[src/dcache_mem_pkg.sv]
// dcache memory core package
// geometry of the cache, request structs and the per-bank command

package dcache_mem_pkg;

  ////////////////////
  // geometry
  ////////////////////

  localparam int unsigned XLEN           = 32;
  localparam int unsigned XLEN_BYTES     = XLEN / 8;
  localparam int unsigned ALIGN_BITS     = $clog2(XLEN_BYTES);
  localparam int unsigned SET_ASSOC      = 4;
  // one data bank per word of the line
  localparam int unsigned NUM_BANKS      = 4;
  localparam int unsigned LINE_WIDTH     = NUM_BANKS * XLEN;
  localparam int unsigned OFFSET_WIDTH   = $clog2(LINE_WIDTH / 8);
  localparam int unsigned BANK_SEL_WIDTH = OFFSET_WIDTH - ALIGN_BITS;
  localparam int unsigned NUM_SETS       = 64;
  localparam int unsigned IDX_WIDTH      = $clog2(NUM_SETS);
  localparam int unsigned TAG_WIDTH      = 8;
  localparam int unsigned NUM_RD_PORTS   = 2;
  // index of a read port, at least one bit wide
  localparam int unsigned RD_SEL_WIDTH   = (NUM_RD_PORTS > 1) ? $clog2(NUM_RD_PORTS) : 1;

  ////////////////////
  // request types
  ////////////////////

  // address of one read port, the tag follows a cycle later
  typedef struct packed {
    logic [IDX_WIDTH-1:0]    idx;
    logic [OFFSET_WIDTH-1:0] off;
  } rd_req_t;

  // cache line fill
  typedef struct packed {
    logic                  vld;
    logic [SET_ASSOC-1:0]  we;
    logic [TAG_WIDTH-1:0]  tag;
    logic [IDX_WIDTH-1:0]  idx;
    logic [SET_ASSOC-1:0]  vld_bits;
    logic [LINE_WIDTH-1:0] data;
  } cl_wr_t;

  // single word write, way is one-hot and doubles as the request
  typedef struct packed {
    logic [SET_ASSOC-1:0]    way;
    logic [IDX_WIDTH-1:0]    idx;
    logic [OFFSET_WIDTH-1:0] off;
    logic [XLEN-1:0]         data;
    logic [XLEN_BYTES-1:0]   be;
  } word_wr_t;

  // command to one data bank, one word lane per way
  typedef struct packed {
    logic                              req;
    logic                              we;
    logic [IDX_WIDTH-1:0]              idx;
    logic [SET_ASSOC*XLEN_BYTES-1:0]   be;
    logic [SET_ASSOC*XLEN-1:0]         wdata;
  } bank_cmd_t;

endpackage

[src/dcache_sram.sv]
// generic single-port synchronous RAM
// byte write enables, registered read data

`timescale 1ns/1ps

module dcache_sram #(
  parameter int unsigned DataWidth = 32,
  parameter int unsigned NumWords  = 64
) (
  input  logic                         clk_i,
  input  logic                         rst_ni,
  input  logic                         req_i,
  input  logic                         we_i,
  input  logic [$clog2(NumWords)-1:0]  addr_i,
  input  logic [(DataWidth+7)/8-1:0]   be_i,
  input  logic [DataWidth-1:0]         wdata_i,
  output logic [DataWidth-1:0]         rdata_o
);

  logic [DataWidth-1:0] mem_q [NumWords];

  // storage, byte lanes written under their enable
  always_ff @(posedge clk_i) begin
    if (req_i && we_i) begin
      for (int i = 0; i < DataWidth; i++) begin
        if (be_i[i/8]) begin
          mem_q[addr_i][i] <= wdata_i[i];
        end
      end
    end
  end

  // read port, data shows up one cycle after the request
  always_ff @(posedge clk_i or negedge rst_ni) begin
    if (!rst_ni) begin
      rdata_o <= '0;
    end else if (req_i && !we_i) begin
      rdata_o <= mem_q[addr_i];
    end
  end

endmodule

[src/dcache_tag_array.sv]
// tag and valid RAMs, one per way
// delayed compare enable and port select, one-hot hit vector

`timescale 1ns/1ps

module dcache_tag_array (
  input  logic                                                       clk_i,
  input  logic                                                       rst_ni,
  input  dcache_mem_pkg::rd_req_t [dcache_mem_pkg::NUM_RD_PORTS-1:0] rd_req_i,
  input  logic                                                       rd_gnt_i,
  input  logic [dcache_mem_pkg::RD_SEL_WIDTH-1:0]                    rd_sel_i,
  input  logic [dcache_mem_pkg::NUM_RD_PORTS-1:0]
               [dcache_mem_pkg::TAG_WIDTH-1:0]                       rd_tag_i,
  input  dcache_mem_pkg::cl_wr_t                                     cl_wr_i,
  output logic [dcache_mem_pkg::SET_ASSOC-1:0]                       rd_hit_oh_o,
  output logic [dcache_mem_pkg::SET_ASSOC-1:0]                       rd_vld_bits_o
);

  import dcache_mem_pkg::*;

  logic [IDX_WIDTH-1:0]                tag_addr;
  logic [SET_ASSOC-1:0]                tag_req;
  logic [SET_ASSOC-1:0][TAG_WIDTH:0]   tag_rdata;
  logic [RD_SEL_WIDTH-1:0]             sel_q;
  logic                                cmp_en_q;

  // fill takes precedence over the lookup address
  assign tag_addr = cl_wr_i.vld ? cl_wr_i.idx : rd_req_i[rd_sel_i].idx;
  assign tag_req  = cl_wr_i.vld ? cl_wr_i.we : {SET_ASSOC{rd_gnt_i}};

  // compare only in the cycle after a read lookup
  always_ff @(posedge clk_i or negedge rst_ni) begin
    if (!rst_ni) begin
      sel_q    <= '0;
      cmp_en_q <= 1'b0;
    end else begin
      sel_q    <= rd_sel_i;
      cmp_en_q <= rd_gnt_i & ~cl_wr_i.vld;
    end
  end

  for (genvar i = 0; i < SET_ASSOC; i++) begin : gen_way
    // valid bit on top of the tag
    dcache_sram #(
      .DataWidth (TAG_WIDTH + 1),
      .NumWords  (NUM_SETS)
    ) u_tag_sram (
      .clk_i   (clk_i),
      .rst_ni  (rst_ni),
      .req_i   (tag_req[i]),
      .we_i    (cl_wr_i.vld),
      .addr_i  (tag_addr),
      .be_i    ('1),
      .wdata_i ({cl_wr_i.vld_bits[i], cl_wr_i.tag}),
      .rdata_o (tag_rdata[i])
    );

    assign rd_vld_bits_o[i] = tag_rdata[i][TAG_WIDTH];
    // tag of the granted port arrives one cycle late
    assign rd_hit_oh_o[i]   = cmp_en_q & rd_vld_bits_o[i] &
                              (tag_rdata[i][TAG_WIDTH-1:0] == rd_tag_i[sel_q]);
  end

endmodule

[config.mk]
export PLATFORM = sky130hd
export DESIGN_NAME = dcache_tag_array
export DESIGN_NICKNAME = d
export VERILOG_FILES = /design/src/dcache_mem_pkg.sv /design/src/dcache_sram.sv /design/src/dcache_tag_array.sv
export SDC_FILE = /design/constraint.sdc
export NUM_CORES = 2
export LEC_CHECK = 0
export ABC_AREA = 1
export BUFFER_PORTS_ARGS = -buffer_cell sky130_fd_sc_hd__buf_2
export CAP_MARGIN = 25
export CORE_ASPECT_RATIO = 1.75
export CORE_MARGIN = 2
export CORE_UTILIZATION = 40
export CTS_CLUSTER_DIAMETER = 60
export DETAILED_ROUTE_END_ITERATION = 8
export GPL_TIMING_DRIVEN = 1
export SETUP_SLACK_MARGIN = 0.2
export SYNTH_ARGS = -nofsm -noshare
export SYNTH_HDL_FRONTEND = slang
export SYNTH_SLANG_ARGS = --single-unit
[constraint.sdc]
create_clock -name clk_i -period 5.4 [get_ports clk_i]
set_input_delay 1.35 -clock clk_i [delete_from_list [all_inputs] [get_ports clk_i]]
set_output_delay 1.35 -clock clk_i [all_outputs]
set_load 0.005 [all_outputs]
==> Word level (Yosys, flattened, before mapping) <==
Memories as Yosys holds them, arrays and structs flattened. A register that Yosys moved wholly into a read port is not among the register bits.
Index checks and enable logic that the tools add are counted.
Widths: inputs -> output; s select.
{ "classes": {"magnitude_cmp": 2, "eq_ne": 4, "mux": 14, "n_bitwise": 10, "n_reduce_logical": 13} }
{ "op_table": {"columns": ["operator", "count"], "rows": [
  ["$eq 8x8->1", 4],
  ["$mux 10", 2],
  ["$mux 8", 2],
  ["$and 1x1->1", 9],
  ["$logic_and 1x1->1", 8],
  ["$mux 1", 8],
  ["$mux 6", 1],
  ["$logic_not 1->1", 5],
  ["$lt 1x2->1 const B", 2],
  ["$mux 4", 1],
  ["$not 1->1", 1]
]} }
{ "totals": {"ff_bits": 2, "mem_bits_rw": 2304, "inputBits": 191, "out_inout_bits": 8, "wordCells": 49, "mem_count": 4} }
{ "memory_table": {"columns": ["memory", "words", "word_bits", "read_ports", "rd_clocked_by_memory_dff", "write_ports", "line_no", "text"], "rows": [
  ["gen_way[0].u_tag_sram.mem_q", 64, 9, 1, 1, 1, "dcache_sram.sv:20", "logic [DataWidth-1:0] mem_q [NumWords];"],
  ["gen_way[1].u_tag_sram.mem_q", 64, 9, 1, 1, 1, "dcache_sram.sv:20", null],
  ["gen_way[2].u_tag_sram.mem_q", 64, 9, 1, 1, 1, "dcache_sram.sv:20", null],
  ["gen_way[3].u_tag_sram.mem_q", 64, 9, 1, 1, 1, "dcache_sram.sv:20", null]
]} }

==> Logic depth before layout (Yosys ltp) <==
{ "logic_depth": {"word_depth": 4, "mapped_depth": 20, "ltp_nobuf": 16} }

==> Hierarchy <==
From an unflattened synthesis, not the netlist that was laid out.
{ "hier_totals": {"hier_cells": 10489, "area_unflattened_um2": 102547.1} }
{ "modules_own_cells": {"columns": ["module", "instances", "cells_per_inst", "area_each_um2", "seq_area_each_um2"], "rows": [
  ["dcache_sram", 4, 2570, 25395.6, 17521.8],
  ["dcache_tag_array", 1, 209, 964.7, 50.0]
]} }

==> Worst setup path after synthesis <==
No wires, ideal clock.
{ "synth_path": {"kind": "input to output", "start": "input rd_tag_i[14] in the netlist's numbering", "end": "output rd_hit_oh_o[2] in the netlist's numbering", "arrival_ns": 2.410, "required_time_ns": 4.050, "slack_ns": 1.640, "stages": 6, "path_buffers": 0, "cell_sequence": "or2_2 o21ai_0 o22ai_1 a211oi_1 nand3_1 nor4_1"} }
{ "synth_via": {"elab_chain_cells": 4} }
{ "synth_rtl": {"columns": ["element", "line_no", "text"], "rows": [
  ["from (decl)", "dcache_tag_array.sv:13", "[dcache_mem_pkg::TAG_WIDTH-1:0] rd_tag_i,"],
  ["$mux 8 (implied by the code) (2 in a row)", "dcache_tag_array.sv:61", "(tag_rdata[i][TAG_WIDTH-1:0] == rd_tag_i[sel_q]);"],
  ["$eq 8x8->1", "dcache_tag_array.sv:61", null],
  ["$and 1x1->1", "dcache_tag_array.sv:60", "assign rd_hit_oh_o[i] = cmp_en_q & rd_vld_bits_o[i] &"],
  ["to (decl)", "dcache_tag_array.sv:15", "output logic [dcache_mem_pkg::SET_ASSOC-1:0] rd_hit_oh_o,"]
]} }
No other way between the ends. The select of a mux whose other input is x is not followed.

==> Worst setup path in the final report <==
{ "layout_path": {"start": "register sel_q", "end": "output rd_hit_oh_o[3] in the netlist's numbering"} }
{ "layout_via": {"elab_chain_cells": 4} }
{ "layout_rtl": {"columns": ["element", "line_no", "text"], "rows": [
  ["from (decl)", "dcache_tag_array.sv:24", "logic [RD_SEL_WIDTH-1:0] sel_q;"],
  ["from (signal assigned)", "dcache_tag_array.sv:37", "sel_q <= rd_sel_i;"],
  ["$mux 8 (implied by the code) (2 in a row)", "dcache_tag_array.sv:61", null],
  ["$eq 8x8->1", "dcache_tag_array.sv:61", null],
  ["$and 1x1->1", "dcache_tag_array.sv:60", null]
]} }
No other way between the ends. The select of a mux whose other input is x is not followed.

==> impl_metrics.csv <==
group,metric,value,unit
sta,final_tns_setup,0,ps
power,power.share.sequential,0.523,
sta,finalHoldViolations,0,
yosys,mappedNetlistArea,0.101,mm^2
yosys,yosys_register_bits,2342,
layout,instances_no_fill,13758,
clock_tree,quantity_of_gates_resized_following_cts,0,
power,power.density,340,mW/mm^2
power,combinationalPowerShare,0.102,
sta,min_period_over_period,0.927,
worst_setup_path,critPathRequiredTime,4050,ps
power,share_of_total_power_in_the_clock_network,0.375,
worst_setup_path,gate_family_responsible_for_the_most_delay_along_the_worst_path,"simple AND/OR/NAND/NOR gates",
worst_setup_path,crit_chain,"inv_1 -> or2_2 -> o21ai_0 -> inv_1 -> a221oi_1 -> nand3_1 -> nor2_1 -> buf_2",
worst_setup_path,cp_capture_type,"primary output",
placement,place.port_buffers,62,
power,swShare,0.249,
worst_setup_path,critPathBufInv,3,
grt,grt_pass1_vias,68582,
worst_setup_path,worst-r2r-setup-slack,3380,ps
worst_setup_path,worst_path_most_repeated_cell,"sky130_fd_sc_hd__inv_1",
layout,post-route-util,0.451,
yosys,cells_after_synthesis,10130,
route,number_of_drc_markers_after_the_initial_detailed_route_iteration,7633,
worst_setup_path,delay_of_the_slowest_cell_on_the_worst_path,520,ps
hold_path,worst_hold_path_type,"reg -> reg",
sta,final_worst_setup_slack,395,ps
floorplanning,die_y,670,um
floorplanning,fp.coreArea,0.252,mm^2
sta,fin_skew,45.8,ps
sta,fmax,200,MHz
power,p_leak,47.2,nW
status,violations,"DRC",
clock_tree,cts-root-buf,"sky130_fd_sc_hd__clkbuf_16",
floorplanning,number_of_top_level_pins,199,
clock_tree,cts.sink_count,2342,
layout,layout_common_cells,"5849 x sky130_fd_sc_hd__nand2_1, 2304 x sky130_fd_sc_hd__edfxtp_1, 763 x sky130_fd_sc_hd__nand3_1",
grt,overflow,0,
yosys,ys_types,37,
route,wire_per_inst,22.5,um
clock_tree,buffer_count_from_post_cts_setup_fixing,0,
route,route.antenna.remaining_nets,0,
power,irDropWorstVdd,0.255,mV
grt,maximum_number_of_pins_on_one_net_before_global_route_repair,147,
sta,period_needed,5010,ps
layout,final_net_count,10463,
status,status,"complete, but fails checks",
grt,grt_first_pass_wirelength,452000,um
floorplanning,row_count,244,
layout,final_common_cell,"sky130_fd_sc_hd__nand2_1",
sta,timing.final.setup_violations,0,
floorplanning,fp.dieW,384,um
power,power.net_switching,9.61,mW
yosys,yosysWarningCount,0,
worst_setup_path,crit_arrival,3660,ps
yosys,mappedNetlistNets,10321,
worst_setup_path,crit_path_max_fanout,9,
floorplanning,die_area,0.258,mm^2
clock_tree,cts_tree,"yes",
yosys,seq_area_frac_synth,0.692,
layout,layout-drive-gt1-share,0.0825,
worst_setup_path,critical-path-slowest-cell,"sky130_fd_sc_hd__dfrtp_1",
route,post_drt_via_cell_ratio,5.22,
placement,routabilityCongestion,0.924,
power,p_int,29.0,mW
layout,syn2layout_area_growth,12.3,%
worst_setup_path,crit_path_start_kind,"flop",
clock_tree,total_of_hold_buffers_inserted_after_clock_tree_synthesis,0,
clock_tree,cts_buffers,200,
sta,rsz0062_at_grt,"false",
clock_tree,cts_buffer_depth,4,
placement,dpl.cell_count,13391,
grt,grt.total_usage,0.235,
route,route.vias.total,71844,
sta,hold_ws,494,ps
sta,final-max-slew-violation-count,0,
yosys,syn_area_per_cell,10.0,um^2
floorplanning,floorplan.initialDensity,0.402,
worst_setup_path,type_of_the_worst_setup_path,"reg -> out",
sta,max_slew_margin,0.282,
clock_tree,htreeDepth,4,
route,drt-pass1-iter-count,8,
sta,worstMarginPinSlew,1080,ps
placement,hpwlAfterDp,186000,um
clock_tree,clk_transition_reported_paths,70,ps
clock_tree,clkLatencyLatePin,870,ps
route,finalWirelength,310000,um
grt,antenna_violations_before_repair,8,
flow_run,max-cap-violations,0,
route,drt_drc_violations_left,39,
placement,pre_cts_slack,625,ps
layout make-up:
| type | count | area, um^2 |
|---|---|---|
| Antenna cell | 6 | 15.0 |
| Clock buffer | 244 | 5250 |
| Clock inverter | 117 | 1120 |
| Fill cell | 23459 | 138000 |
| Inverter | 121 | 464 |
| Multi-Input combinational cell | 7075 | 28000 |
| Sequential cell | 2342 | 70100 |
| Tap cell | 3321 | 4160 |
| Timing Repair Buffer | 532 | 4630 |
cell usage after synthesis (all sizes together):
library cell | number | area [um^2]
xor2 | 6 | 52.6
o22ai | 11 | 68.8
nand3 | 765 | 3830
nor3 | 8 | 118
xnor2 | 1 | 8.76
nor2 | 360 | 1370
nand2 | 5861 | 22000
a21boi | 2 | 15.0
a21oi | 20 | 100
mux2i | 1 | 10.0
a22o | 1 | 8.76
nand3b | 1 | 7.51
buf | 379 | 2050
or2 | 14 | 87.6
inv | 121 | 464
edfxtp | 2304 | 69200
dfrtp | 38 | 951
a211oi | 2 | 15.0
nor4 | 1 | 6.26
o211ai | 5 | 37.5
a221oi | 6 | 52.6
clkbuf | 213 | 803
o21ai | 10 | 83.8
logic make-up (layout without fill, tap and decap cells):
family                 after synthesis  after routing  share of synthesized area
AO/OA/AOI/OAI                       57             57                    0.00377
flip-flops                        2342           2342                      0.692
AND/OR/NAND/NOR                   7010           7010                      0.271
other                                0              6                          0
XOR/XNOR                             7              7                   0.000605
multiplexers                         1              1                  0.0000988
buffers and inverters              713           1014                     0.0328
power by group through the flow:
stage	Clock, mW	Sequential [mW]	Combinational (mW)
3_3_place_gp	0	20.6	3.89
4_1_cts	14.7	20.2	3.94
3_5_place_dp	0	20.6	3.92
5_1_grt	15.2	20.2	4.33
6_report	14.5	20.2	3.95
2_1_floorplan	0	20.6	2.35
stage by stage:
| step | instance area (um^2) | power (mW) |
|---|---|---|
| floorplan | 101000 | 22.9 |
| global placement | 107000 | 24.5 |
| detailed placement | 107000 | 24.5 |
| CTS | 114000 | 38.8 |
| global route | 114000 | 39.8 |
| finish | 114000 | 38.6 |
final timing paths:
check	to	startpoint	cells after the start
worst min register to register	gen_way[2].u_tag_sram.rdata_o[7]	gen_way[2].u_tag_sram.rdata_o[7]	2
min in group asynchronous	sel_q	rst_ni	2
worst max-delay path	rd_hit_oh_o[3]	sel_q	8
worst max register to register	gen_way[2].u_tag_sram.rdata_o[7]	gen_way[2].u_tag_sram.mem_q[22][7]	12
worst min-delay path	gen_way[2].u_tag_sram.rdata_o[7]	gen_way[2].u_tag_sram.rdata_o[7]	2
max in group asynchronous	gen_way[1].u_tag_sram.rdata_o[1]	rst_ni	2
worst min-delay path: stages, from the launching register on:
cell and delay, ps:
sky130_fd_sc_hd__dfrtp_1 350, sky130_fd_sc_hd__nand2_1 60, sky130_fd_sc_hd__nand2_1 60
per-layer routing:
metal,part of all wire,track usage,vias to the layer above
met4,0.076,0.156,6
li1,-,-,33403
met5,0.00015,0,-
met1,0.37,0.286,34922
met3,0.066,0.0277,705
met2,0.48,0.393,2808
sequential cells by signal (all words and copies together), names as in the netlist:
signal / cells
gen_way.u_tag_sram.rdata_o: 36
gen_way.u_tag_sram.mem_q: 2304
sel_q: 1
cmp_en_q: 1
Power figures use the tool's default switching activity.
