File: src/dcache_mem_pkg.sv
// dcache memory core package
// geometry of the cache, request structs and the per-bank command

package dcache_mem_pkg;

  ////////////////////
  // geometry
  ////////////////////

  localparam int unsigned XLEN           = 32;
  localparam int unsigned XLEN_BYTES     = XLEN / 8;
  localparam int unsigned ALIGN_BITS     = $clog2(XLEN_BYTES);
  localparam int unsigned SET_ASSOC      = 4;
  // one data bank per word of the line
  localparam int unsigned NUM_BANKS      = 4;
  localparam int unsigned LINE_WIDTH     = NUM_BANKS * XLEN;
  localparam int unsigned OFFSET_WIDTH   = $clog2(LINE_WIDTH / 8);
  localparam int unsigned BANK_SEL_WIDTH = OFFSET_WIDTH - ALIGN_BITS;
  localparam int unsigned NUM_SETS       = 64;
  localparam int unsigned IDX_WIDTH      = $clog2(NUM_SETS);
  localparam int unsigned TAG_WIDTH      = 8;
  localparam int unsigned NUM_RD_PORTS   = 2;
  // index of a read port, at least one bit wide
  localparam int unsigned RD_SEL_WIDTH   = (NUM_RD_PORTS > 1) ? $clog2(NUM_RD_PORTS) : 1;

  ////////////////////
  // request types
  ////////////////////

  // address of one read port, the tag follows a cycle later
  typedef struct packed {
    logic [IDX_WIDTH-1:0]    idx;
    logic [OFFSET_WIDTH-1:0] off;
  } rd_req_t;

  // cache line fill
  typedef struct packed {
    logic                  vld;
    logic [SET_ASSOC-1:0]  we;
    logic [TAG_WIDTH-1:0]  tag;
    logic [IDX_WIDTH-1:0]  idx;
    logic [SET_ASSOC-1:0]  vld_bits;
    logic [LINE_WIDTH-1:0] data;
  } cl_wr_t;

  // single word write, way is one-hot and doubles as the request
  typedef struct packed {
    logic [SET_ASSOC-1:0]    way;
    logic [IDX_WIDTH-1:0]    idx;
    logic [OFFSET_WIDTH-1:0] off;
    logic [XLEN-1:0]         data;
    logic [XLEN_BYTES-1:0]   be;
  } word_wr_t;

  // command to one data bank, one word lane per way
  typedef struct packed {
    logic                              req;
    logic                              we;
    logic [IDX_WIDTH-1:0]              idx;
    logic [SET_ASSOC*XLEN_BYTES-1:0]   be;
    logic [SET_ASSOC*XLEN-1:0]         wdata;
  } bank_cmd_t;

endpackage

File: src/dcache_rd_arbiter.sv
// read port arbiter
// high priority masking, round-robin among equal requests
// nothing is granted while a fill is in progress

`timescale 1ns/1ps

module dcache_rd_arbiter (
  input  logic                                     clk_i,
  input  logic                                     rst_ni,
  input  logic [dcache_mem_pkg::NUM_RD_PORTS-1:0]  rd_req_i,
  input  logic [dcache_mem_pkg::NUM_RD_PORTS-1:0]  rd_prio_i,
  input  logic                                     hold_i,
  output logic [dcache_mem_pkg::NUM_RD_PORTS-1:0]  rd_ack_o,
  output logic                                     rd_gnt_o,
  output logic [dcache_mem_pkg::RD_SEL_WIDTH-1:0]  rd_sel_o
);

  import dcache_mem_pkg::*;

  logic [NUM_RD_PORTS-1:0] req_prio;
  logic [NUM_RD_PORTS-1:0] req_masked;
  logic [RD_SEL_WIDTH-1:0] rr_q;

  // low prio requests drop out as soon as one high prio request shows up
  assign req_prio   = rd_req_i & rd_prio_i;
  assign req_masked = (|req_prio) ? req_prio : rd_req_i;

  ////////////////////
  // round robin
  ////////////////////

  always_comb begin
    int unsigned cand;
    logic        found;
    found    = 1'b0;
    rd_sel_o = rr_q;
    // first requester at or after the pointer
    for (int i = 0; i < NUM_RD_PORTS; i++) begin
      cand = (int'(rr_q) + i) % NUM_RD_PORTS;
      if (!found && req_masked[cand]) begin
        found    = 1'b1;
        rd_sel_o = RD_SEL_WIDTH'(cand);
      end
    end
    rd_gnt_o = found & ~hold_i;
    rd_ack_o = '0;
    if (rd_gnt_o) begin
      rd_ack_o[rd_sel_o] = 1'b1;
    end
  end

  // pointer moves past the port that was just served
  always_ff @(posedge clk_i or negedge rst_ni) begin
    if (!rst_ni) begin
      rr_q <= '0;
    end else if (rd_gnt_o) begin
      rr_q <= RD_SEL_WIDTH'((int'(rd_sel_o) + 1) % NUM_RD_PORTS);
    end
  end

endmodule

File: config.mk
export PLATFORM = sky130hd
export DESIGN_NAME = dcache_rd_arbiter
export DESIGN_NICKNAME = d
export VERILOG_FILES = /design/src/dcache_mem_pkg.sv /design/src/dcache_rd_arbiter.sv
export SDC_FILE = /design/constraint.sdc
export NUM_CORES = 1
export LEC_CHECK = 0
export ABC_CLOCK_PERIOD_IN_PS = 1000
export BUFFER_PORTS_ARGS = -buffer_cell sky130_fd_sc_hd__buf_2
export CORE_AREA = 2 2 39 41
export CTS_CLUSTER_DIAMETER = 120
export DETAILED_ROUTE_END_ITERATION = 12
export DIE_AREA = 0 0 41 43
export PLACE_DENSITY = 0.3
export SLEW_MARGIN = 10
export SYNTH_ARGS = -nofsm -noshare
export SYNTH_HDL_FRONTEND = slang
export SYNTH_SLANG_ARGS = --single-unit
File: constraint.sdc
create_clock -name clk_i -period 1 [get_ports clk_i]
set_input_delay 0.05 -clock clk_i [delete_from_list [all_inputs] [get_ports clk_i]]
set_output_delay 0.05 -clock clk_i [all_outputs]
set_load 0.1 [all_outputs]
== Yosys cells after proc, flatten, opt, wreduce, memory -nomap -nowiden ==
Index checks and enable logic that the tools add are counted.

* Bits in latches: 0
* Memories kept: 0
* Memory bits (writable): 0
* Memory bits (read-only): 0
* Flip-flop bits (word level): 1

* $mul: 0
* Equality and inequality tests: 0
* $lt $le $gt $ge: 4
* Multiplexer cells: 11
* Div/mod/pow operators: 0
* Bitwise logic cells: 3
* Reductions and logical operators: 4
* Add/sub/neg operators: 2
* Shift operators: 0

{| class="wikitable"
|+ Operators by type and width
! cell !! count
|-
| $mux 1 || 8
|-
| $lt 1x2->1 const B || 3
|-
| $mux 2 || 2
|-
| $add 1x1->1 const B || 2
|-
| $and 2x2->2 || 1
|-
| $logic_and 1x1->1 || 2
|-
| $reduce_or 2->1 || 1
|-
| $and 1x1->1 || 1
|-
| $demux 1 s1 || 1
|-
| $ge 1x1->1 const B || 1
|-
| $logic_not 1->1 || 1
|-
| $not 1->1 || 1
|}

== Depth between registers and ports, before layout ==
Gate-level depths: netlist (run 1).

* Depth after elaboration: 14
* Depth in mapped cells: 3

== Least setup slack after synthesis (run 1) ==
No wires, ideal clock.

* Kind: flip-flop to output port
* From: register rr_q
* To: output rd_ack_o[0] (netlist name)
* Path buffers: 0
* Cell stages (with the launch flop): 3
* Data arrival time: 2.272 ns
* Path slack: -1.322 ns
* Data required time: 0.950 ns
* Cells stage by stage: dfrtp_1 -> a21bo_2 -> a31oi_1

* Cells in the longest elaborated chain, start to end: 11

{| class="wikitable"
|+ Ends and longest elaborated chain
! what !! RTL line !! text
|-
| from (decl) || dcache_rd_arbiter.sv:22 || <nowiki>logic [RD_SEL_WIDTH-1:0] rr_q;</nowiki>
|-
| from (signal assigned) || dcache_rd_arbiter.sv:57 || <nowiki>rr_q <= RD_SEL_WIDTH'((int'(rd_sel_o) + 1) % NUM_RD_PORTS);</nowiki>
|-
| $mux 1 (implied by the code) (2 in a row) || dcache_rd_arbiter.sv:40 || <nowiki>if (!found && req_masked[cand]) begin</nowiki>
|-
| $mux 1 || dcache_rd_arbiter.sv:40 ||
|-
| $logic_not 1->1 || dcache_rd_arbiter.sv:40 ||
|-
| $logic_and 1x1->1 || dcache_rd_arbiter.sv:40 ||
|-
| $mux 1 || dcache_rd_arbiter.sv:40 ||
|-
| $lt 1x2->1 (implied by the code) or $ge 1x1->1 (tied branches) || dcache_rd_arbiter.sv:48 || <nowiki>rd_ack_o[rd_sel_o] = 1'b1;</nowiki>
|-
| $logic_and 1x1->1 (implied by the code) || dcache_rd_arbiter.sv:48 ||
|-
| $mux 1 (implied by the code) || dcache_rd_arbiter.sv:48 ||
|-
| $demux 1 s1 || dcache_rd_arbiter.sv:48 ||
|-
| $mux 2 (*) || dcache_rd_arbiter.sv:47 || <nowiki>if (rd_gnt_o) begin</nowiki>
|-
| to (decl) || dcache_rd_arbiter.sv:13 || <nowiki>output logic [dcache_mem_pkg::NUM_RD_PORTS-1:0] rd_ack_o,</nowiki>
|}

Mark *: on every way between the ends. The rest lies on a longest branch, timed or not. The select of a mux whose other input is x is not followed.

== Worst setup path in the final report (run 1) ==
Same ends and word-level chain as after synthesis.

==> run_results.csv, run 1 <==
group,metric,value,unit
drt,route.met3.wl,22,um
critical_path,r2r_setup_slack,0,ps
critical_path,critPathArrivalTime,1020,ps
final_layout,top_register,"rr_q",
final_layout,syn_to_final_growth,164,%
placed_design,dpl.cell_count,46,
grt,grt.overflow.total,0,
placed_design,io_buffers,10,
synth,ys_seq_elements,1,
drt,num_vias,186,
critical_path,worstPathMaxFanout,3,
drt,first_pass_iters,2,
placed_design,place_ws,-106,ps
timing,post-route-period-util,1.07,
critical_path,path_class,"reg -> out",
final_layout,drive_gt1_frac,0.677,
synth,synth_cell_types,13,
grt,grt_pass1_vias,167,
final_layout,largest_register_ff_count,1,
drt,route.met2.wl,287,um
critical_path,worstPathRequired,950,ps
grt,grt_pass1_wl,676,um
final_layout,diodes,0,
synth,synth_area,128,um^2
drt,wl,465,um
grt,grt_max_degree,7,
critical_path,cp-end-kind,"output pin",
worst_hold_path,min_path_type,"in -> async",
timing,rsz0062_at_grt,"yes",
run_status,status,"finished with violations",
timing,setup_ws,-66.3,ps
final_layout,stdcell_count,47,
timing,skew,0,ps
final_layout,layout_common_cells,"buf_2 (6), buf_12 (4), inv_1 (3), a21oi_4 (2)",
synth,netlist_instances,19,
timing,holdWs,367,ps
critical_path,start_kind,"register",
synth,ys_seq_area_frac,0.196,
clocking,clkTransAtPathRegs,0,ps
die,fp.dieH,43,um
synth,avgSynthCellArea,6.72,um^2
run_status,violations,"setup timing",
drt,via_per_inst,3.96,
final_layout,fin_area,337,um^2
timing,min_period,1070,ps
timing,max_freq,0.938,GHz
timing,worstMarginPinSlew,220,ps
timing,maxSlewHeadroom,0.853,
final_layout,final_nets,40,
drt,drt_iter0_markers,2,
placed_design,hpwl,377,um
final_layout,final_common_cell,"buf_2",
drt,m1WireLength,155,um
pwr,ir_worst_vdd,0.482,mV
timing,slew_viol_final,0,
die,die_area,1760,um^2
placed_design,gp_congestion,0.660,
synth,syn-num-nets,26,
die,num_rows,14,
clocking,clk_latency,0,ps
run,cap_violations,0,
die,chipWidth,41,um
grt,grtUsageTotal,0.0510,
timing,finalSetupTns,-186,ps
drt,wl_per_cell,9.89,um
timing,setup_viol,4,
grt,antenna_found_initial,0,
die,io_pins,11,
drt,top_layer_used,"met3",
critical_path,rr_worst_depth,4,
timing,final-hold-violation-count,0,
die,core,1380,um^2
final_layout,reg.largest.list,"rr_q: 1 flops",
pwr,p_per_area,1190,nW/um^2
placed_design,placed_area,310,um^2
drt,ant_nets,0,
pwr,leakage,0.136,nW
die,start_util,0.0922,
synth,ys_warn_count,0,
drt,route.detailed.drc,0,
-- report_power, final --
group | switching (W) | leakage, nW | internal (W)
Combinational | 0.000209 | 0.125 | 0.000131
Sequential | 0.0000102 | 0.0114 | 0.0000522
Clock | 0 | 0 | 0
-- through the flow --
stage / power, W / util
after floorplan: 0.000265 / -
final: 0.000402 / 0.243
after detailed placement: 0.000385 / 0.224
after global placement: 0.000385 / 0.224
after CTS: 0.000392 / 0.236
after global routing: 0.000415 / 0.243
-- worst paths after layout --
| kind | startpoint | to |
|---|---|---|
| max | rr_q$_DFFE_PN0P_ | rd_ack_o[0] |
| min | rst_ni | rr_q$_DFFE_PN0P_ |
| max reg2reg | rr_q$_DFFE_PN0P_ | rr_q$_DFFE_PN0P_ |
| min reg2reg | rr_q$_DFFE_PN0P_ | rr_q$_DFFE_PN0P_ |
| max in group asynchronous | rst_ni | rr_q$_DFFE_PN0P_ |
| min in group clk_i | rd_prio_i[0] | rr_q$_DFFE_PN0P_ |
-- layout make-up --
class,instances,area [um^2]
fillers,154,1050
multi-input cells,15,153
repair buffers,12,128
flip-flops and latches,1,25.0
well taps,16,20.0
inverters,3,11.3
-- cell usage after synthesis --
cell | number | area share
nand2_1 | 2 | 0.059
a211oi_1 | 1 | 0.059
nand2b_1 | 1 | 0.049
nor2_1 | 2 | 0.059
a311oi_1 | 1 | 0.069
or2_1 | 1 | 0.049
a31oi_1 | 1 | 0.049
or2b_1 | 1 | 0.059
nor4b_1 | 1 | 0.069
a21bo_2 | 1 | 0.078
a21oi_1 | 3 | 0.12
inv_1 | 3 | 0.088
dfrtp_1 | 1 | 0.20
-- logic make-up after synthesis --
| group | count (synthesis) | synth area share |
|---|---|---|
| AO/OA/AOI/OAI | 7 | 0.373 |
| buffers and inverters | 3 | 0.0882 |
| flip-flops | 1 | 0.196 |
| AND/OR/NAND/NOR | 8 | 0.343 |
-- per-layer routing --
layer,vias to the layer above,GRT usage
met5,-,0
met4,0,0
met3,0,0.00524
met2,2,0.0969
met1,92,0.0603
li1,92,-
-- critical path, cell delays in order (launching register included) --
cell and delay [ps]:
dfrtp_1 380, or2_4 260, a31oi_4 180, buf_12 190
-- repair_timing --
item	in CTS	in global routing
buffers inserted	0	0
gates resized for setup	1	2
hold endpoints to repair	1	0
setup endpoints to repair	4	4
pin swaps	3	1
hold buffers	1	0
No activity file was read; power rests on OpenSTA's default activity.
==> inputs of run 2 (changes only) <==
--- a/config.mk
+++ b/config.mk
@@ -5,14 +5,14 @@
 export SDC_FILE = /design/constraint.sdc
 export NUM_CORES = 1
 export LEC_CHECK = 0
-export ABC_CLOCK_PERIOD_IN_PS = 1000
+export ABC_CLOCK_PERIOD_IN_PS = 910
 export BUFFER_PORTS_ARGS = -buffer_cell sky130_fd_sc_hd__buf_2
 export CORE_AREA = 2 2 39 41
 export CTS_CLUSTER_DIAMETER = 120
 export DETAILED_ROUTE_END_ITERATION = 12
 export DIE_AREA = 0 0 41 43
 export PLACE_DENSITY = 0.3
-export SLEW_MARGIN = 10
+export SLEW_MARGIN = 5
 export SYNTH_ARGS = -nofsm -noshare
 export SYNTH_HDL_FRONTEND = slang
 export SYNTH_SLANG_ARGS = --single-unit
==> constraint.sdc (replaced) <==
create_clock -name clk_i -period 0.91 [get_ports clk_i]
set_input_delay 0.0455 -clock clk_i [delete_from_list [all_inputs] [get_ports clk_i]]
set_output_delay 0.0455 -clock clk_i [all_outputs]
set_load 0.1 [all_outputs]
==> run 2 against run 1 <==
The run still ends with setup timing left. Setup slack worse by 77 ps. Via count decreased by 3.8%. Global-route usage is 0.10 points lower. Final cell count increased by 2.1%. Worst hold slack worse by 14 ps. First-iteration DRC count down 50%. Register-to-register slack lost 70 ps. Critical path depth stayed put. Sequential share of layout area is 0.44 points lower. Wire length is 9.0% lower.
==> run_results.csv, run 2 (synthesis results as in run 1) <==
group,metric,value,unit
die,io_pins,11,
drt,route.detailed.drc,0,
final_layout,reg.largest.list,"rr_q: 1 flops",
timing,post-route-period-util,1.16,
critical_path,critPathArrivalTime,1010,ps
final_layout,syn_to_final_growth,180,%
final_layout,top_register,"rr_q",
run,cap_violations,0,
pwr,p_per_area,1280,nW/um^2
placed_design,gp_congestion,0.625,
grt,grt_max_degree,7,
drt,num_vias,179,
timing,maxSlewHeadroom,0.875,
die,start_util,0.0922,
final_layout,final_common_cell,"buf_2",
critical_path,path_class,"reg -> out",
timing,setup_ws,-144,ps
placed_design,io_buffers,10,
pwr,ir_worst_vdd,0.493,mV
timing,slew_viol_final,0,
timing,setup_viol,4,
timing,min_period,1050,ps
die,fp.dieH,43,um
drt,wl_per_cell,8.81,um
drt,wl,423,um
grt,grt.overflow.total,0,
worst_hold_path,min_path_type,"in -> async",
clocking,clkTransAtPathRegs,0,ps
critical_path,path_buf_inv,1,
grt,antenna_found_initial,0,
final_layout,drive_gt1_frac,0.688,
timing,max_freq,0.949,GHz
grt,grt_pass1_vias,174,
die,num_rows,14,
grt,grtUsageTotal,0.0500,
grt,grt_pass1_wl,662,um
die,core,1380,um^2
critical_path,cp-end-kind,"output pin",
timing,finalSetupTns,-430,ps
timing,rsz0062_at_grt,"yes",
final_layout,fin_area,358,um^2
run_status,violations,"setup timing",
clocking,cts_post_setup_buffers_inserted,0,
timing,final-hold-violation-count,0,
timing,holdWs,354,ps
drt,first_pass_iters,4,
drt,via_per_inst,3.73,
clocking,clk_latency,0,ps
critical_path,slowest_stage,"dfrtp_1",
critical_path,crit_family,"compound AO/OA/AOI/OAI gates",
placed_design,placed_area,318,um^2
critical_path,worstPathRequired,860,ps
die,chipWidth,41,um
critical_path,start_kind,"register",
final_layout,fin_util,0.259,
drt,drt_iter0_markers,1,
final_layout,largest_register_ff_count,1,
placed_design,hpwl,357,um
final_layout,final_nets,41,
final_layout,layout_common_cells,"buf_2 (6), buf_12 (4), inv_1 (3), a21oi_4 (2), buf_4 (2)",
drt,ant_nets,0,
timing,worstMarginPinSlew,187,ps
critical_path,crit_chain,"a21bo_2 -> a31oi_4 -> buf_12",
timing,skew,0,ps
final_layout,diodes,0,
critical_path,slowest_delay,380,ps
pwr,leakage,0.149,nW
die,die_area,1760,um^2
critical_path,worstPathMaxFanout,3,
run_status,status,"finished with violations",
==> run 2: cell types whose count changed in the layout (fill, tap and decap cells not counted), sizes merged <==
cell | previous run | this run
buf | 11 | 12
==> run 2: path summary, 6_finish.rpt <==
check,startpoint,cells past startpoint,endpoint,slack (ps)
setup reg to reg,rr_q$_DFFE_PN0P_,3,rr_q$_DFFE_PN0P_,-70
min in group clk_i,hold_i,3,rd_gnt_o,430
hold reg to reg,rr_q$_DFFE_PN0P_,3,rr_q$_DFFE_PN0P_,710
max in group asynchronous,rst_ni,2,rr_q$_DFFE_PN0P_,470
hold / removal,rst_ni,2,rr_q$_DFFE_PN0P_,350
setup / recovery,rr_q$_DFFE_PN0P_,3,rd_ack_o[0],-140
==> run 2: what timing repair did <==
action	CTS	global route
pin swaps	4	0
resized for setup	3	2
endpoints found under the setup margin	4	4
hold buffers	1	0
endpoints found under the hold margin	1	0
gates cloned	0	0
==> run 2: layout make-up <==
| class | instances | area, um^2 |
|---|---|---|
| multi-input combinational | 15 | 166 |
| tap | 16 | 20.0 |
| inverter | 3 | 11.3 |
| fill | 163 | 1030 |
| sequential | 1 | 25.0 |
| timing repair buffer | 13 | 135 |
==> run 2: power breakdown <==
part	leakage (nW)	internal [W]	switching, W	total [W]
combinational	0.137	0.000154	0.000236	0.000390
sequential	0.0114	0.0000574	0.0000107	0.0000681
clock	0	0	0	0
==> run 2: stage by stage <==
stage / setup slack, ps / total power [W] / std cells
after floorplan: -437 / 0.000292 / 19
after global placement: -188 / 0.000426 / 47
after detailed placement: -190 / 0.000426 / 47
after CTS: -150 / 0.000447 / 48
after global routing: -184 / 0.000481 / 48
final: -144 / 0.000458 / 48
==> run 2: routing by layer <==
metal / wire length (um) / track usage / part of all wire
met1: 152 / 0.0633 / 0.36
met2: 253 / 0.0938 / 0.60
met3: 17 / 0 / 0.040
met4: 0 / 0 / 0
met5: 0 / 0 / 0
