## src/dcache_mem_pkg.sv

```systemverilog
// dcache memory core package
// geometry of the cache, request structs and the per-bank command

package dcache_mem_pkg;

  ////////////////////
  // geometry
  ////////////////////

  localparam int unsigned XLEN           = 32;
  localparam int unsigned XLEN_BYTES     = XLEN / 8;
  localparam int unsigned ALIGN_BITS     = $clog2(XLEN_BYTES);
  localparam int unsigned SET_ASSOC      = 4;
  // one data bank per word of the line
  localparam int unsigned NUM_BANKS      = 4;
  localparam int unsigned LINE_WIDTH     = NUM_BANKS * XLEN;
  localparam int unsigned OFFSET_WIDTH   = $clog2(LINE_WIDTH / 8);
  localparam int unsigned BANK_SEL_WIDTH = OFFSET_WIDTH - ALIGN_BITS;
  localparam int unsigned NUM_SETS       = 64;
  localparam int unsigned IDX_WIDTH      = $clog2(NUM_SETS);
  localparam int unsigned TAG_WIDTH      = 8;
  localparam int unsigned NUM_RD_PORTS   = 2;
  // index of a read port, at least one bit wide
  localparam int unsigned RD_SEL_WIDTH   = (NUM_RD_PORTS > 1) ? $clog2(NUM_RD_PORTS) : 1;

  ////////////////////
  // request types
  ////////////////////

  // address of one read port, the tag follows a cycle later
  typedef struct packed {
    logic [IDX_WIDTH-1:0]    idx;
    logic [OFFSET_WIDTH-1:0] off;
  } rd_req_t;

  // cache line fill
  typedef struct packed {
    logic                  vld;
    logic [SET_ASSOC-1:0]  we;
    logic [TAG_WIDTH-1:0]  tag;
    logic [IDX_WIDTH-1:0]  idx;
    logic [SET_ASSOC-1:0]  vld_bits;
    logic [LINE_WIDTH-1:0] data;
  } cl_wr_t;

  // single word write, way is one-hot and doubles as the request
  typedef struct packed {
    logic [SET_ASSOC-1:0]    way;
    logic [IDX_WIDTH-1:0]    idx;
    logic [OFFSET_WIDTH-1:0] off;
    logic [XLEN-1:0]         data;
    logic [XLEN_BYTES-1:0]   be;
  } word_wr_t;

  // command to one data bank, one word lane per way
  typedef struct packed {
    logic                              req;
    logic                              we;
    logic [IDX_WIDTH-1:0]              idx;
    logic [SET_ASSOC*XLEN_BYTES-1:0]   be;
    logic [SET_ASSOC*XLEN-1:0]         wdata;
  } bank_cmd_t;

endpackage

```

## src/dcache_bank_ctrl.sv

```systemverilog
// data bank command generation
// fill, granted read and word write merged into one command per bank
// word write is held off on a bank collision with the read

`timescale 1ns/1ps

module dcache_bank_ctrl (
  input  dcache_mem_pkg::rd_req_t [dcache_mem_pkg::NUM_RD_PORTS-1:0] rd_req_i,
  input  logic                                                       rd_gnt_i,
  input  logic [dcache_mem_pkg::RD_SEL_WIDTH-1:0]                    rd_sel_i,
  input  dcache_mem_pkg::cl_wr_t                                     cl_wr_i,
  input  dcache_mem_pkg::word_wr_t                                   word_wr_i,
  output logic                                                       wr_ack_o,
  output dcache_mem_pkg::bank_cmd_t [dcache_mem_pkg::NUM_BANKS-1:0]  bank_cmd_o
);

  import dcache_mem_pkg::*;

  logic [BANK_SEL_WIDTH-1:0]       rd_bank;
  logic [BANK_SEL_WIDTH-1:0]       wr_bank;
  logic                            wr_req;
  logic                            collision;
  logic [SET_ASSOC*XLEN_BYTES-1:0] fill_be;
  logic [SET_ASSOC*XLEN_BYTES-1:0] word_be;

  assign rd_bank   = rd_req_i[rd_sel_i].off[OFFSET_WIDTH-1:ALIGN_BITS];
  assign wr_bank   = word_wr_i.off[OFFSET_WIDTH-1:ALIGN_BITS];
  assign wr_req    = |word_wr_i.way;
  assign collision = rd_gnt_i && (rd_bank == wr_bank);

  // byte enable lanes, way j owns bytes j*4 .. j*4+3 of each bank
  for (genvar j = 0; j < SET_ASSOC; j++) begin : gen_way_be
    assign fill_be[j*XLEN_BYTES +: XLEN_BYTES] = {XLEN_BYTES{cl_wr_i.we[j]}};
    assign word_be[j*XLEN_BYTES +: XLEN_BYTES] = word_wr_i.way[j] ? word_wr_i.be : '0;
  end

  always_comb begin
    wr_ack_o = 1'b0;
    for (int k = 0; k < NUM_BANKS; k++) begin
      bank_cmd_o[k].req   = 1'b0;
      bank_cmd_o[k].we    = 1'b0;
      bank_cmd_o[k].idx   = word_wr_i.idx;
      bank_cmd_o[k].be    = '0;
      bank_cmd_o[k].wdata = {SET_ASSOC{word_wr_i.data}};
    end

    if (cl_wr_i.vld) begin
      // fill owns every bank, each bank takes its word of the line
      for (int k = 0; k < NUM_BANKS; k++) begin
        bank_cmd_o[k].req   = 1'b1;
        bank_cmd_o[k].we    = 1'b1;
        bank_cmd_o[k].idx   = cl_wr_i.idx;
        bank_cmd_o[k].be    = fill_be;
        bank_cmd_o[k].wdata = {SET_ASSOC{cl_wr_i.data[k*XLEN +: XLEN]}};
      end
    end else begin
      if (rd_gnt_i) begin
        bank_cmd_o[rd_bank].req = 1'b1;
        bank_cmd_o[rd_bank].idx = rd_req_i[rd_sel_i].idx;
      end
      // word write runs alongside the read unless both hit one bank
      if (wr_req && !collision) begin
        wr_ack_o                = 1'b1;
        bank_cmd_o[wr_bank].req = 1'b1;
        bank_cmd_o[wr_bank].we  = 1'b1;
        bank_cmd_o[wr_bank].idx = word_wr_i.idx;
        bank_cmd_o[wr_bank].be  = word_be;
      end
    end
  end

endmodule

```

## config.mk

```make
export PLATFORM = sky130hd
export DESIGN_NAME = dcache_bank_ctrl
export DESIGN_NICKNAME = d
export VERILOG_FILES = /design/src/dcache_mem_pkg.sv /design/src/dcache_bank_ctrl.sv
export SDC_FILE = /design/constraint.sdc
export NUM_CORES = 1
export LEC_CHECK = 0
export ABC_AREA = 0
export BUFFER_PORTS_ARGS = -buffer_cell sky130_fd_sc_hd__buf_2
export CORE_AREA = 2 2 322 324
export DETAILED_ROUTE_END_ITERATION = 7
export DIE_AREA = 0 0 324 326
export SLEW_MARGIN = 40
export SYNTH_ARGS = -nofsm -noshare
export SYNTH_HDL_FRONTEND = slang
export SYNTH_SLANG_ARGS = --single-unit
```

## constraint.sdc

```tcl
create_clock -name vclk -period 3.21
set_input_delay 0.642 -clock vclk [all_inputs]
set_output_delay 0.642 -clock vclk [all_outputs]
set_load 0.01 [all_outputs]
```

### Yosys cells after proc, flatten, opt, wreduce, memory -nomap -nowiden

Cells that the tools add are included.

| operators by class | value |
|---|---|
| reduce and logical (&&, ||, !) cells | 6 |
| eq/ne operators | 1 |
| mux-type cells | 30 |
| order comparisons | 5 |

Operators with widths:

| kind | count |
|---|---|
| bitwise mux 608 bit | 6 |
| 2-to-1 mux 608 bit | 4 |
| demux 152 bit (select 2 bit) | 6 |
| 2-to-1 mux 152 bit | 2 |
| 2-to-1 mux 150 bit | 2 |
| 2-to-1 mux 151 bit | 1 |
| 2-to-1 mux 144 bit | 1 |
| 2-to-1 mux 10 bit | 2 |
| 2-to-1 mux 4 bit | 4 |
| less-than comparator 2 x 3 -> 1 bit, second input constant | 2 |
| greater-or-equal comparator 2 x 1 -> 1 bit, second input constant | 2 |
| logical AND 1 bit | 4 |
| OR reduction 4 bit | 1 |
| == test 2 bit | 1 |
| less-than comparator 1 x 2 -> 1 bit, second input constant | 1 |
| 2-to-1 mux 1 bit | 2 |
| zero test 1 bit | 1 |

| word-level totals | value |
|---|---|
| flip-flop bits (word level) | 0 |
| word-level logic and storage cells | 42 |
| input port bits | 223 |
| output and inout port bits | 609 |

### Logic depth before layout (Yosys ltp)

Gate-level depths: netlist of run 1.

| logic depth | value |
|---|---|
| depth in word-level cells | 16 |
| gate-level depth with buffers | 7 |
| gate-level depth less buffers | 3 |

### Least setup slack after synthesis of run 1

OpenSTA, ideal clock, no wires.

| timing | value |
|---|---|
| path type | input -> output |
| from | input cl_wr_i[150] (netlist name) |
| to | output bank_cmd_o[100] (netlist name) |
| buffers on the path | 5 |
| required time | 2.568 ns |
| stages | 7 |
| arrival | 1.744 ns |
| slack | 0.824 ns |
| cells stage by stage | buf_2 buf_2 clkbuf_1 buf_2 nand2_1 nand2_1 buf_4 |

RTL lines:

| item | RTL line | RTL |
|---|---|---|
| start, declared | dcache_bank_ctrl.sv:11 | `input dcache_mem_pkg::cl_wr_t cl_wr_i,` |
| end, declared | dcache_bank_ctrl.sv:14 | `output dcache_mem_pkg::bank_cmd_t [dcache_mem_pkg::NUM_BANKS-1:0] bank_cmd_o` |

==> metrics.cfg, run 1 <==
[status]
status=complete, no violations

[timing]
timing.hold.ws_ps=1630
fin_tns_setup_ps=0
finalCritPeriodShare=0.915
min_period_ps=2940
worst_slew_pin_slew_ps=709
relSlewSlack=0.526
final-setup-viol-count=0
rsz0062_at_grt=no
slew_viol_final=0
max_freq_mhz=340
hold_viol=0

[pwr]
p_int_uw=590
p_clk_frac=0
ir_drop_mv=0.111
power_density_nw_per_um2=205
p_switching_mw=1.12
p_seq_frac=0
leakage_nw=4.82
combPwrFrac=1.000
sw_frac_of_total=0.655

[floorplan]
die_area_um2=106000
rows=118
die_w_um=324
start_util=0.0523
die_h_um=326
io_pins=832
core_area_um2=103000

[critical_path]
critPathCaptureType=primary output
cp_slowest_cell=buf_6
worst-path-buf-inv=3
timing_worst_setup_path_type=input port to primary output
critical_path_required_ps=2570
path_max_fanout=57
critPathLaunchType=input port
slowest_delay_ps=440
path_delay_family=buffers and inverters
worstPathCellList=buf_6 > buf_12 > nand2b_1 > nand2_1 > buf_2
cp.arrival_ps=2300

[final_layout]
ff_latch_area_um2=0
flops_and_latches=0
clkbuf_count=0
nets=1536
fillCellCount=12160
syn_to_final_growth_pct=55.2
layout_common_cells=buf_2, nand2_1, o21ai_0, nand2b_1, buf_4
layout-drive-gt1-share=0.649
layout_commonest_cell=buf_2

[routing]
drt-wirelength-per-cell_um=19.3
vias=7762
drt_iter0_drc=503
wl_um=52000
ant_nets=0
viasPerCell=2.88
drt_first_pass_iters=5
drc=0

[placement]
place_congestion=0.859
port_buffers=814
dp_hpwl_um=47600

[clocking]
cts.hold.buffers_added=0
post_cts_resize_count=0
post-cts-setup-buffer-count=0

[synth]
synthDistinctLibCells=32
ys_warn_count=0
syn_inst=891
synth_area_per_cell_um2=6.03
syn-num-nets=1114
synth_area_um2=5370
seq_area_frac_synth=0

[global_route]
gr-total-overflow=0
grt_first_pass_wirelength_um=61900
antenna_found_initial=55
grtUsageTotal=0.0893
grt_max_degree=58
grt_pass1_vias=6105

[run]
maxCapViolations=0

[hold_path]
hold_class=input port to primary output

-- kinds of logic (layout without fill, tap and decap cells) --
group                  Yosys count  in the layout  synth area share
buffers and inverters          423            843             0.573
AND/OR/NAND/NOR                361            361             0.294
AO/OA/AOI/OAI                   97             97             0.113
multiplexers                     8              8            0.0163
XOR/XNOR                         2              2           0.00326
other                            0              8                 0
-- power groups by stage --
stage | logic (mW) | clock network [mW] | registers (mW)
finish | 1.71 | 0.000000122 | 0
floorplan | 1.18 | 0 | 0
detailed placement | 1.72 | 0 | 0
global placement | 1.73 | 0 | 0
CTS | 1.73 | 0 | 0
global route | 1.84 | 0.0000000429 | 0
-- cell usage after synthesis (4+ instances only) --
library cell,count,area share
buf_4,385,0.54
or3b_1,4,0.0065
o21ai_1,11,0.010
o21ai_0,53,0.049
nand2_1,296,0.21
nand2b_1,38,0.044
clkbuf_1,13,0.0091
o21bai_1,4,0.0056
buf_2,19,0.018
mux2_2,6,0.013
nand4b_1,6,0.0098
o221ai_1,24,0.039
-- stage by stage --
stage	cells	utilization	area [um^2]	total power [mW]	setup slack, ps
6_report	2699	0.0813	8340	1.71	273
5_1_grt	2692	0.0811	8320	1.84	246
3_3_place_gp	2691	0.0811	8320	1.73	288
2_1_floorplan	891	-	5370	1.18	824
3_5_place_dp	2691	0.0811	8320	1.72	288
4_1_cts	2691	0.0811	8320	1.73	295
-- final timing paths --
path	start	to	slack [ps]	cells after the start
max	cl_wr_i[150]	bank_cmd_o[78]	270	5
min	cl_wr_i[77]	bank_cmd_o[413]	1630	4
-- metal layers --
layer  track usage  wire length [um]
met1         0.116             21700
met2         0.151             23800
met3        0.0187              4870
met4        0.0187              1590
met5             0                61
-- layout make-up --
cell class                      instances  area (um^2)  area share
Tap cell                             1380         1730       0.207
Antenna cell                            8         20.0     0.00240
Timing Repair Buffer                  840         4290       0.514
Multi-Input combinational cell        468         2290       0.275
Inverter                                3         11.3     0.00135
-- tightest hold or removal path, stage by stage --
cell and delay [ps]:
buf_2 70, nand2_1 40, nand2_1 90, buf_2 140
Note: power is estimated with default switching activity, not from simulation.
==> run 2, diff against run 1 <==
--- a/config.mk
+++ b/config.mk
@@ -10,6 +10,8 @@
 export CORE_AREA = 2 2 322 324
 export DETAILED_ROUTE_END_ITERATION = 7
 export DIE_AREA = 0 0 324 326
+export MAX_ROUTING_LAYER = met4
+export RECOVER_POWER = 25
 export SLEW_MARGIN = 40
 export SYNTH_ARGS = -nofsm -noshare
 export SYNTH_HDL_FRONTEND = slang
==> constraint.sdc (replaced) <==
create_clock -name vclk -period 3.21
set_input_delay 0.642 -clock vclk [all_inputs]
set_output_delay 0.642 -clock vclk [all_outputs]
set_load 0.1 [all_outputs]
==> metrics.cfg, run 2 (synthesis gave the netlist of run 1 again) <==
[timing]
max_freq_mhz=329  ; -3.4%
worst_slew_pin_slew_ps=1160  ; +449 ps
hold_viol=0  ; unchanged
finalCritPeriodShare=0.947  ; +0.0322
slew_viol_final=0  ; unchanged
min_period_ps=3040  ; +103 ps
fin_ws_ps=169  ; -103 ps
rsz0062_at_grt=no
fin_tns_setup_ps=0  ; unchanged
final-setup-viol-count=0  ; unchanged
relSlewSlack=0.231  ; -0.295

[floorplan]
start_util=0.0523  ; unchanged
io_pins=832  ; unchanged
die_area_um2=106000  ; unchanged
core_area_um2=103000  ; unchanged
rows=118  ; unchanged
die_w_um=324  ; unchanged
die_h_um=326  ; unchanged

[placement]
place_congestion=0.840  ; -2.1%
dp_hpwl_um=49700  ; +4.5%
place_ws_ps=-263  ; -551 ps
port_buffers=814  ; unchanged

[routing]
viasPerCell=2.81  ; -2.3%
wl_um=53500  ; +2.8%
drt_iter0_drc=439  ; -13%
drc=0  ; unchanged
ant_nets=0  ; unchanged
vias=7623  ; -1.8%
drt_first_pass_iters=4  ; -1
drt-wirelength-per-cell_um=19.7  ; +2.3%

[global_route]
grt_pass1_vias=6677  ; +9.4%
gr-total-overflow=0  ; unchanged
grt_max_degree=59  ; +1.7%
antenna_found_initial=44  ; -20%
grt_first_pass_wirelength_um=64600  ; +4.4%
grtUsageTotal=0.0958  ; +0.00647

[final_layout]
layout-drive-gt1-share=0.762  ; +0.113
layout_commonest_cell=buf_2
layout_common_cells=buf_2, nand2_1, buf_12, clkbuf_2, nand2_2
ff_latch_area_um2=0  ; unchanged
syn_to_final_growth_pct=116
clkbuf_count=0  ; unchanged
flops_and_latches=0  ; unchanged
nets=1547  ; +0.72%
multi_input_area_um2=2810  ; +22%
fillCellCount=11889  ; -2.2%

[clocking]
post-cts-setup-buffer-count=0  ; unchanged
cts.hold.buffers_added=0  ; unchanged
post_cts_resize_count=2  ; +2

[critical_path]
critical_path_required_ps=2570  ; about the same
critPathLaunchType=input port
timing_worst_setup_path_type=input port to primary output
path_max_fanout=39  ; -32%
cp.arrival_ps=2400  ; +100 ps
critPathCaptureType=primary output

[run]
maxCapViolations=0  ; unchanged

[hold_path]
hold_start=cl_wr_i[18]
whs_endpoint=bank_cmd_o[18]
hold_class=input port to primary output
hold_depth=4  ; unchanged

[pwr]
ir_drop_mv=0.322  ; +190%
power_density_nw_per_um2=561  ; +170%
leakage_nw=5.76  ; +20%

[status]
status=complete, no violations

==> run 2: cell count changes in the layout (fill, tap and decap cells not counted), sizes merged <==
| cell | previous run | this run |
|---|---|---|
| buf | 840 | 726 |
| clkbuf | 0 | 125 |
| diode | 8 | 12 |
==> run 2: report_power, final <==
group	switching, mW	internal [mW]
Combinational	5.36	1.14
Sequential	0	0
Clock	0	0.000000459
==> run 2: critical path: stages <==
cell and delay [ps]:
clkbuf_8 260, nand2b_1 430, nand2_1 500, buf_2 520
==> run 2: through the flow <==
stage	power [mW]	std cells	util	hold WS (ps)	cell area, um^2
after floorplan	5.39	891	-	1670	5930
after global placement	6.61	2702	0.116	1780	11900
after detailed placement	6.61	2702	0.116	1790	11900
after CTS	6.62	2702	0.116	1790	11900
after global routing	6.64	2712	0.113	1810	11600
final	6.50	2714	0.113	1770	11600
==> run 2: worst max path at each step <==
stage / start / to / depth (start not counted)
6_report: cl_wr_i[150] / bank_cmd_o[228] / 4
3_3_place_gp: cl_wr_i[150] / bank_cmd_o[535] / 6
2_1_floorplan: rd_req_i[13] / bank_cmd_o[137] / 4
3_5_place_dp: cl_wr_i[150] / bank_cmd_o[535] / 6
4_1_cts: cl_wr_i[150] / bank_cmd_o[15] / 5
5_1_grt: cl_wr_i[150] / bank_cmd_o[15] / 5
==> run 2: cell type report <==
type,instances,share of cell area
Inverter,3,0.000972
Antenna cell,12,0.00259
Multi-Input combinational cell,468,0.242
Tap cell,1380,0.149
Timing Repair Buffer,851,0.605
==> run 2: metal layers <==
| layer | global-route usage | up-vias | part of all wire |
|---|---|---|---|
| met5 | - | - | 0 |
| met4 | 0.0288 | 0 | 0.038 |
| met3 | 0.0159 | 67 | 0.076 |
| met2 | 0.156 | 625 | 0.47 |
| met1 | 0.120 | 3577 | 0.42 |
| li1 | - | 3354 | - |
==> run 3, diff against run 2 <==
--- a/config.mk
+++ b/config.mk
@@ -5,13 +5,15 @@
 export SDC_FILE = /design/constraint.sdc
 export NUM_CORES = 1
 export LEC_CHECK = 0
-export ABC_AREA = 0
+export ABC_AREA = 1
 export BUFFER_PORTS_ARGS = -buffer_cell sky130_fd_sc_hd__buf_2
-export CORE_AREA = 2 2 322 324
+export CAP_MARGIN = 40
+export CORE_AREA = 2 2 327 329
 export DETAILED_ROUTE_END_ITERATION = 7
-export DIE_AREA = 0 0 324 326
+export DIE_AREA = 0 0 329 331
 export MAX_ROUTING_LAYER = met4
 export RECOVER_POWER = 25
+export REMOVE_ABC_BUFFERS = 1
 export SLEW_MARGIN = 40
 export SYNTH_ARGS = -nofsm -noshare
 export SYNTH_HDL_FRONTEND = slang
==> metrics.cfg, run 3 <==
[status]
status=complete, no violations

[floorplan]
start_util=0.0543  ; +0.00192
core_area_um2=105000  ; +2.3%
rows=119  ; +0.85%
io_pins=832  ; unchanged
die_h_um=331  ; +1.5%
die_area_um2=109000  ; +3.1%
die_w_um=329  ; +1.5%

[routing]
drt-wirelength-per-cell_um=23.7  ; +20%
ant_nets=0  ; unchanged
vias=8654  ; +14%
drt_iter0_drc=527  ; +20%
drc=0  ; unchanged
drt_first_pass_iters=5  ; +1
wl_um=69000  ; +29%
viasPerCell=2.97  ; +5.7%

[global_route]
grt_pass1_vias=6941  ; +4.0%
gr-total-overflow=0  ; unchanged
grtUsageTotal=0.120  ; +0.0245
grt_first_pass_wirelength_um=80600  ; +25%
grt_max_degree=40  ; -32%
antenna_found_initial=55  ; +25%

[synth]
synth_area_per_cell_um2=5.52  ; -8.4%
synthDistinctLibCells=19  ; -41%
synth_top_cell_area_share=0.509  ; -0.0294
seq_area_frac_synth=0  ; unchanged
synth_commonest_cells=nand2_1, buf_4, nand4_1, nand3_1, nor2_1
syn_inst=1032  ; +16%
yosysMostFrequentCell=nand2_1
ys_warn_count=0  ; unchanged
synth_top_area_cell=buf_4
synth_area_um2=5700  ; +6.1%
synth.area.top_cells=buf_4, nand2_1, nand4_1

[timing]
timing.hold.ws_ps=1780  ; +11.7 ps
final-setup-viol-count=0  ; unchanged
rsz0062_at_grt=yes
min_period_ps=3180  ; +139 ps
finalCritPeriodShare=0.991  ; +0.0434
worst_slew_pin_slew_ps=1250  ; +97.3 ps
hold_viol=0  ; unchanged
relSlewSlack=0.167  ; -0.0644
max_freq_mhz=314  ; -4.4%
fin_tns_setup_ps=0  ; unchanged
slew_viol_final=0  ; unchanged

[clocking]
post-cts-setup-buffer-count=0  ; unchanged
cts.hold.buffers_added=0  ; unchanged

[pwr]
combPwrFrac=1.000  ; about the same
p_switching_mw=5.45  ; +1.6%
sw_frac_of_total=0.857  ; +0.0317
total_power_mw=6.36  ; -2.2%
ir_drop_mv=0.304  ; -5.8%
p_int_uw=909  ; -20%
power_density_nw_per_um2=602  ; +7.5%
leakage_nw=5.99  ; +3.9%
p_seq_frac=0  ; unchanged
p_clk_frac=0  ; unchanged

[final_layout]
nets=1739  ; +12%
syn_to_final_growth_pct=85.2
layout-drive-gt1-share=0.591  ; -0.171
clkbuf_count=0  ; unchanged
flops_and_latches=0  ; unchanged
layout_common_cells=buf_2, nand2_1, clkbuf_2, buf_12, buf_4
layout_commonest_cell=buf_2
ff_latch_area_um2=0  ; unchanged

[critical_path]
timing_worst_setup_path_type=input port to primary output
cp.arrival_ps=2540  ; +140 ps
cp.depth=8  ; +4
path_max_fanout=21  ; -46%
critPathCaptureType=primary output
path_delay_family=simple AND/OR/NAND/NOR gates
cp_slowest_cell=nor2_2
critPathLaunchType=input port
crit_top_cell=nand2_1
worst-path-buf-inv=4  ; +2
worstPathCellList=buf_6 > clkinv_2 > buf_4 > nand2_1 > nor2_2 > nand4_1 > nand2_1 > buf_2
slowest_delay_ps=430  ; -90 ps
critical_path_required_ps=2570  ; about the same

[placement]
place_congestion=0.794  ; -5.5%
port_buffers=814  ; unchanged
dp_hpwl_um=64200  ; +29%

[hold_path]
hold_start=cl_wr_i[89]
hold_class=input port to primary output
whs_endpoint=bank_cmd_o[425]
hold_depth=5  ; +1

[run]
maxCapViolations=0  ; unchanged

## run 3: how the worst max path moves through the flow
| stage | startpoint | end | slack, ps |
|---|---|---|---|
| 5_1_grt | cl_wr_i[150] | bank_cmd_o[589] | -9 |
| 6_report | cl_wr_i[150] | bank_cmd_o[590] | 30 |
| 3_3_place_gp | cl_wr_i[150] | bank_cmd_o[282] | -130 |
| 2_1_floorplan | cl_wr_i[150] | bank_cmd_o[0] | -1840 |
| 3_5_place_dp | cl_wr_i[150] | bank_cmd_o[590] | -80 |
| 4_1_cts | cl_wr_i[150] | bank_cmd_o[135] | -20 |
## run 3: tightest hold or removal path: cells and delay by family
kind                   cells  cell delay [ps]
buffers and inverters      3              360
and+or+nand+nor            2              110
## run 3: timing repair
action,CTS,global route
endpoints found under the setup margin,10,10
endpoints found under the hold margin,0,0
resized for setup,5,3
## run 3: per-layer routing
layer / track usage / part of all wire / up-vias / wire length, um
li1: - / - / 3826 / -
met1: 0.142 / 0.40 / 4013 / 27700
met2: 0.212 / 0.49 / 725 / 34100
met3: 0.0315 / 0.091 / 90 / 6280
met4: 0.00725 / 0.014 / 0 / 962
met5: - / 0 / - / 0
## run 3: power by group through the flow
stage / clock network [mW] / registers, mW / logic [mW]
final: 0.000000353 / 0 / 6.36
after CTS: 0 / 0 / 6.46
after floorplan: 0 / 0 / 4.75
after detailed placement: 0 / 0 / 6.46
after global routing: 0.000000251 / 0 / 6.54
after global placement: 0 / 0 / 6.45
## run 3: layout make-up
| cell class | instances | area [um^2] |
|---|---|---|
| inverter | 22 | 83.8 |
| multi-input combinational | 578 | 2530 |
| timing repair buffer | 914 | 6170 |
| fill | 12364 | 94400 |
| tap | 1391 | 1740 |
| antenna | 9 | 22.5 |
## run 3: kinds of logic after synthesis
logic type | count (synthesis) | share of synthesized area
AO/OA/AOI/OAI | 12 | 0.0158
buffers and inverters | 454 | 0.561
multiplexers | 6 | 0.0105
AND/OR/NAND/NOR | 560 | 0.413
## run 3: metrics by stage
step                std cells  utilization  cell area [um^2]  setup slack, ps
floorplan                 600            -              2590            -1840
global placement         2905        0.101             10600             -127
detailed placement       2905        0.101             10600            -84.8
CTS                      2905        0.102             10700            -18.8
global route             2911        0.100             10500            -9.41
finish                   2914        0.101             10600             30.1
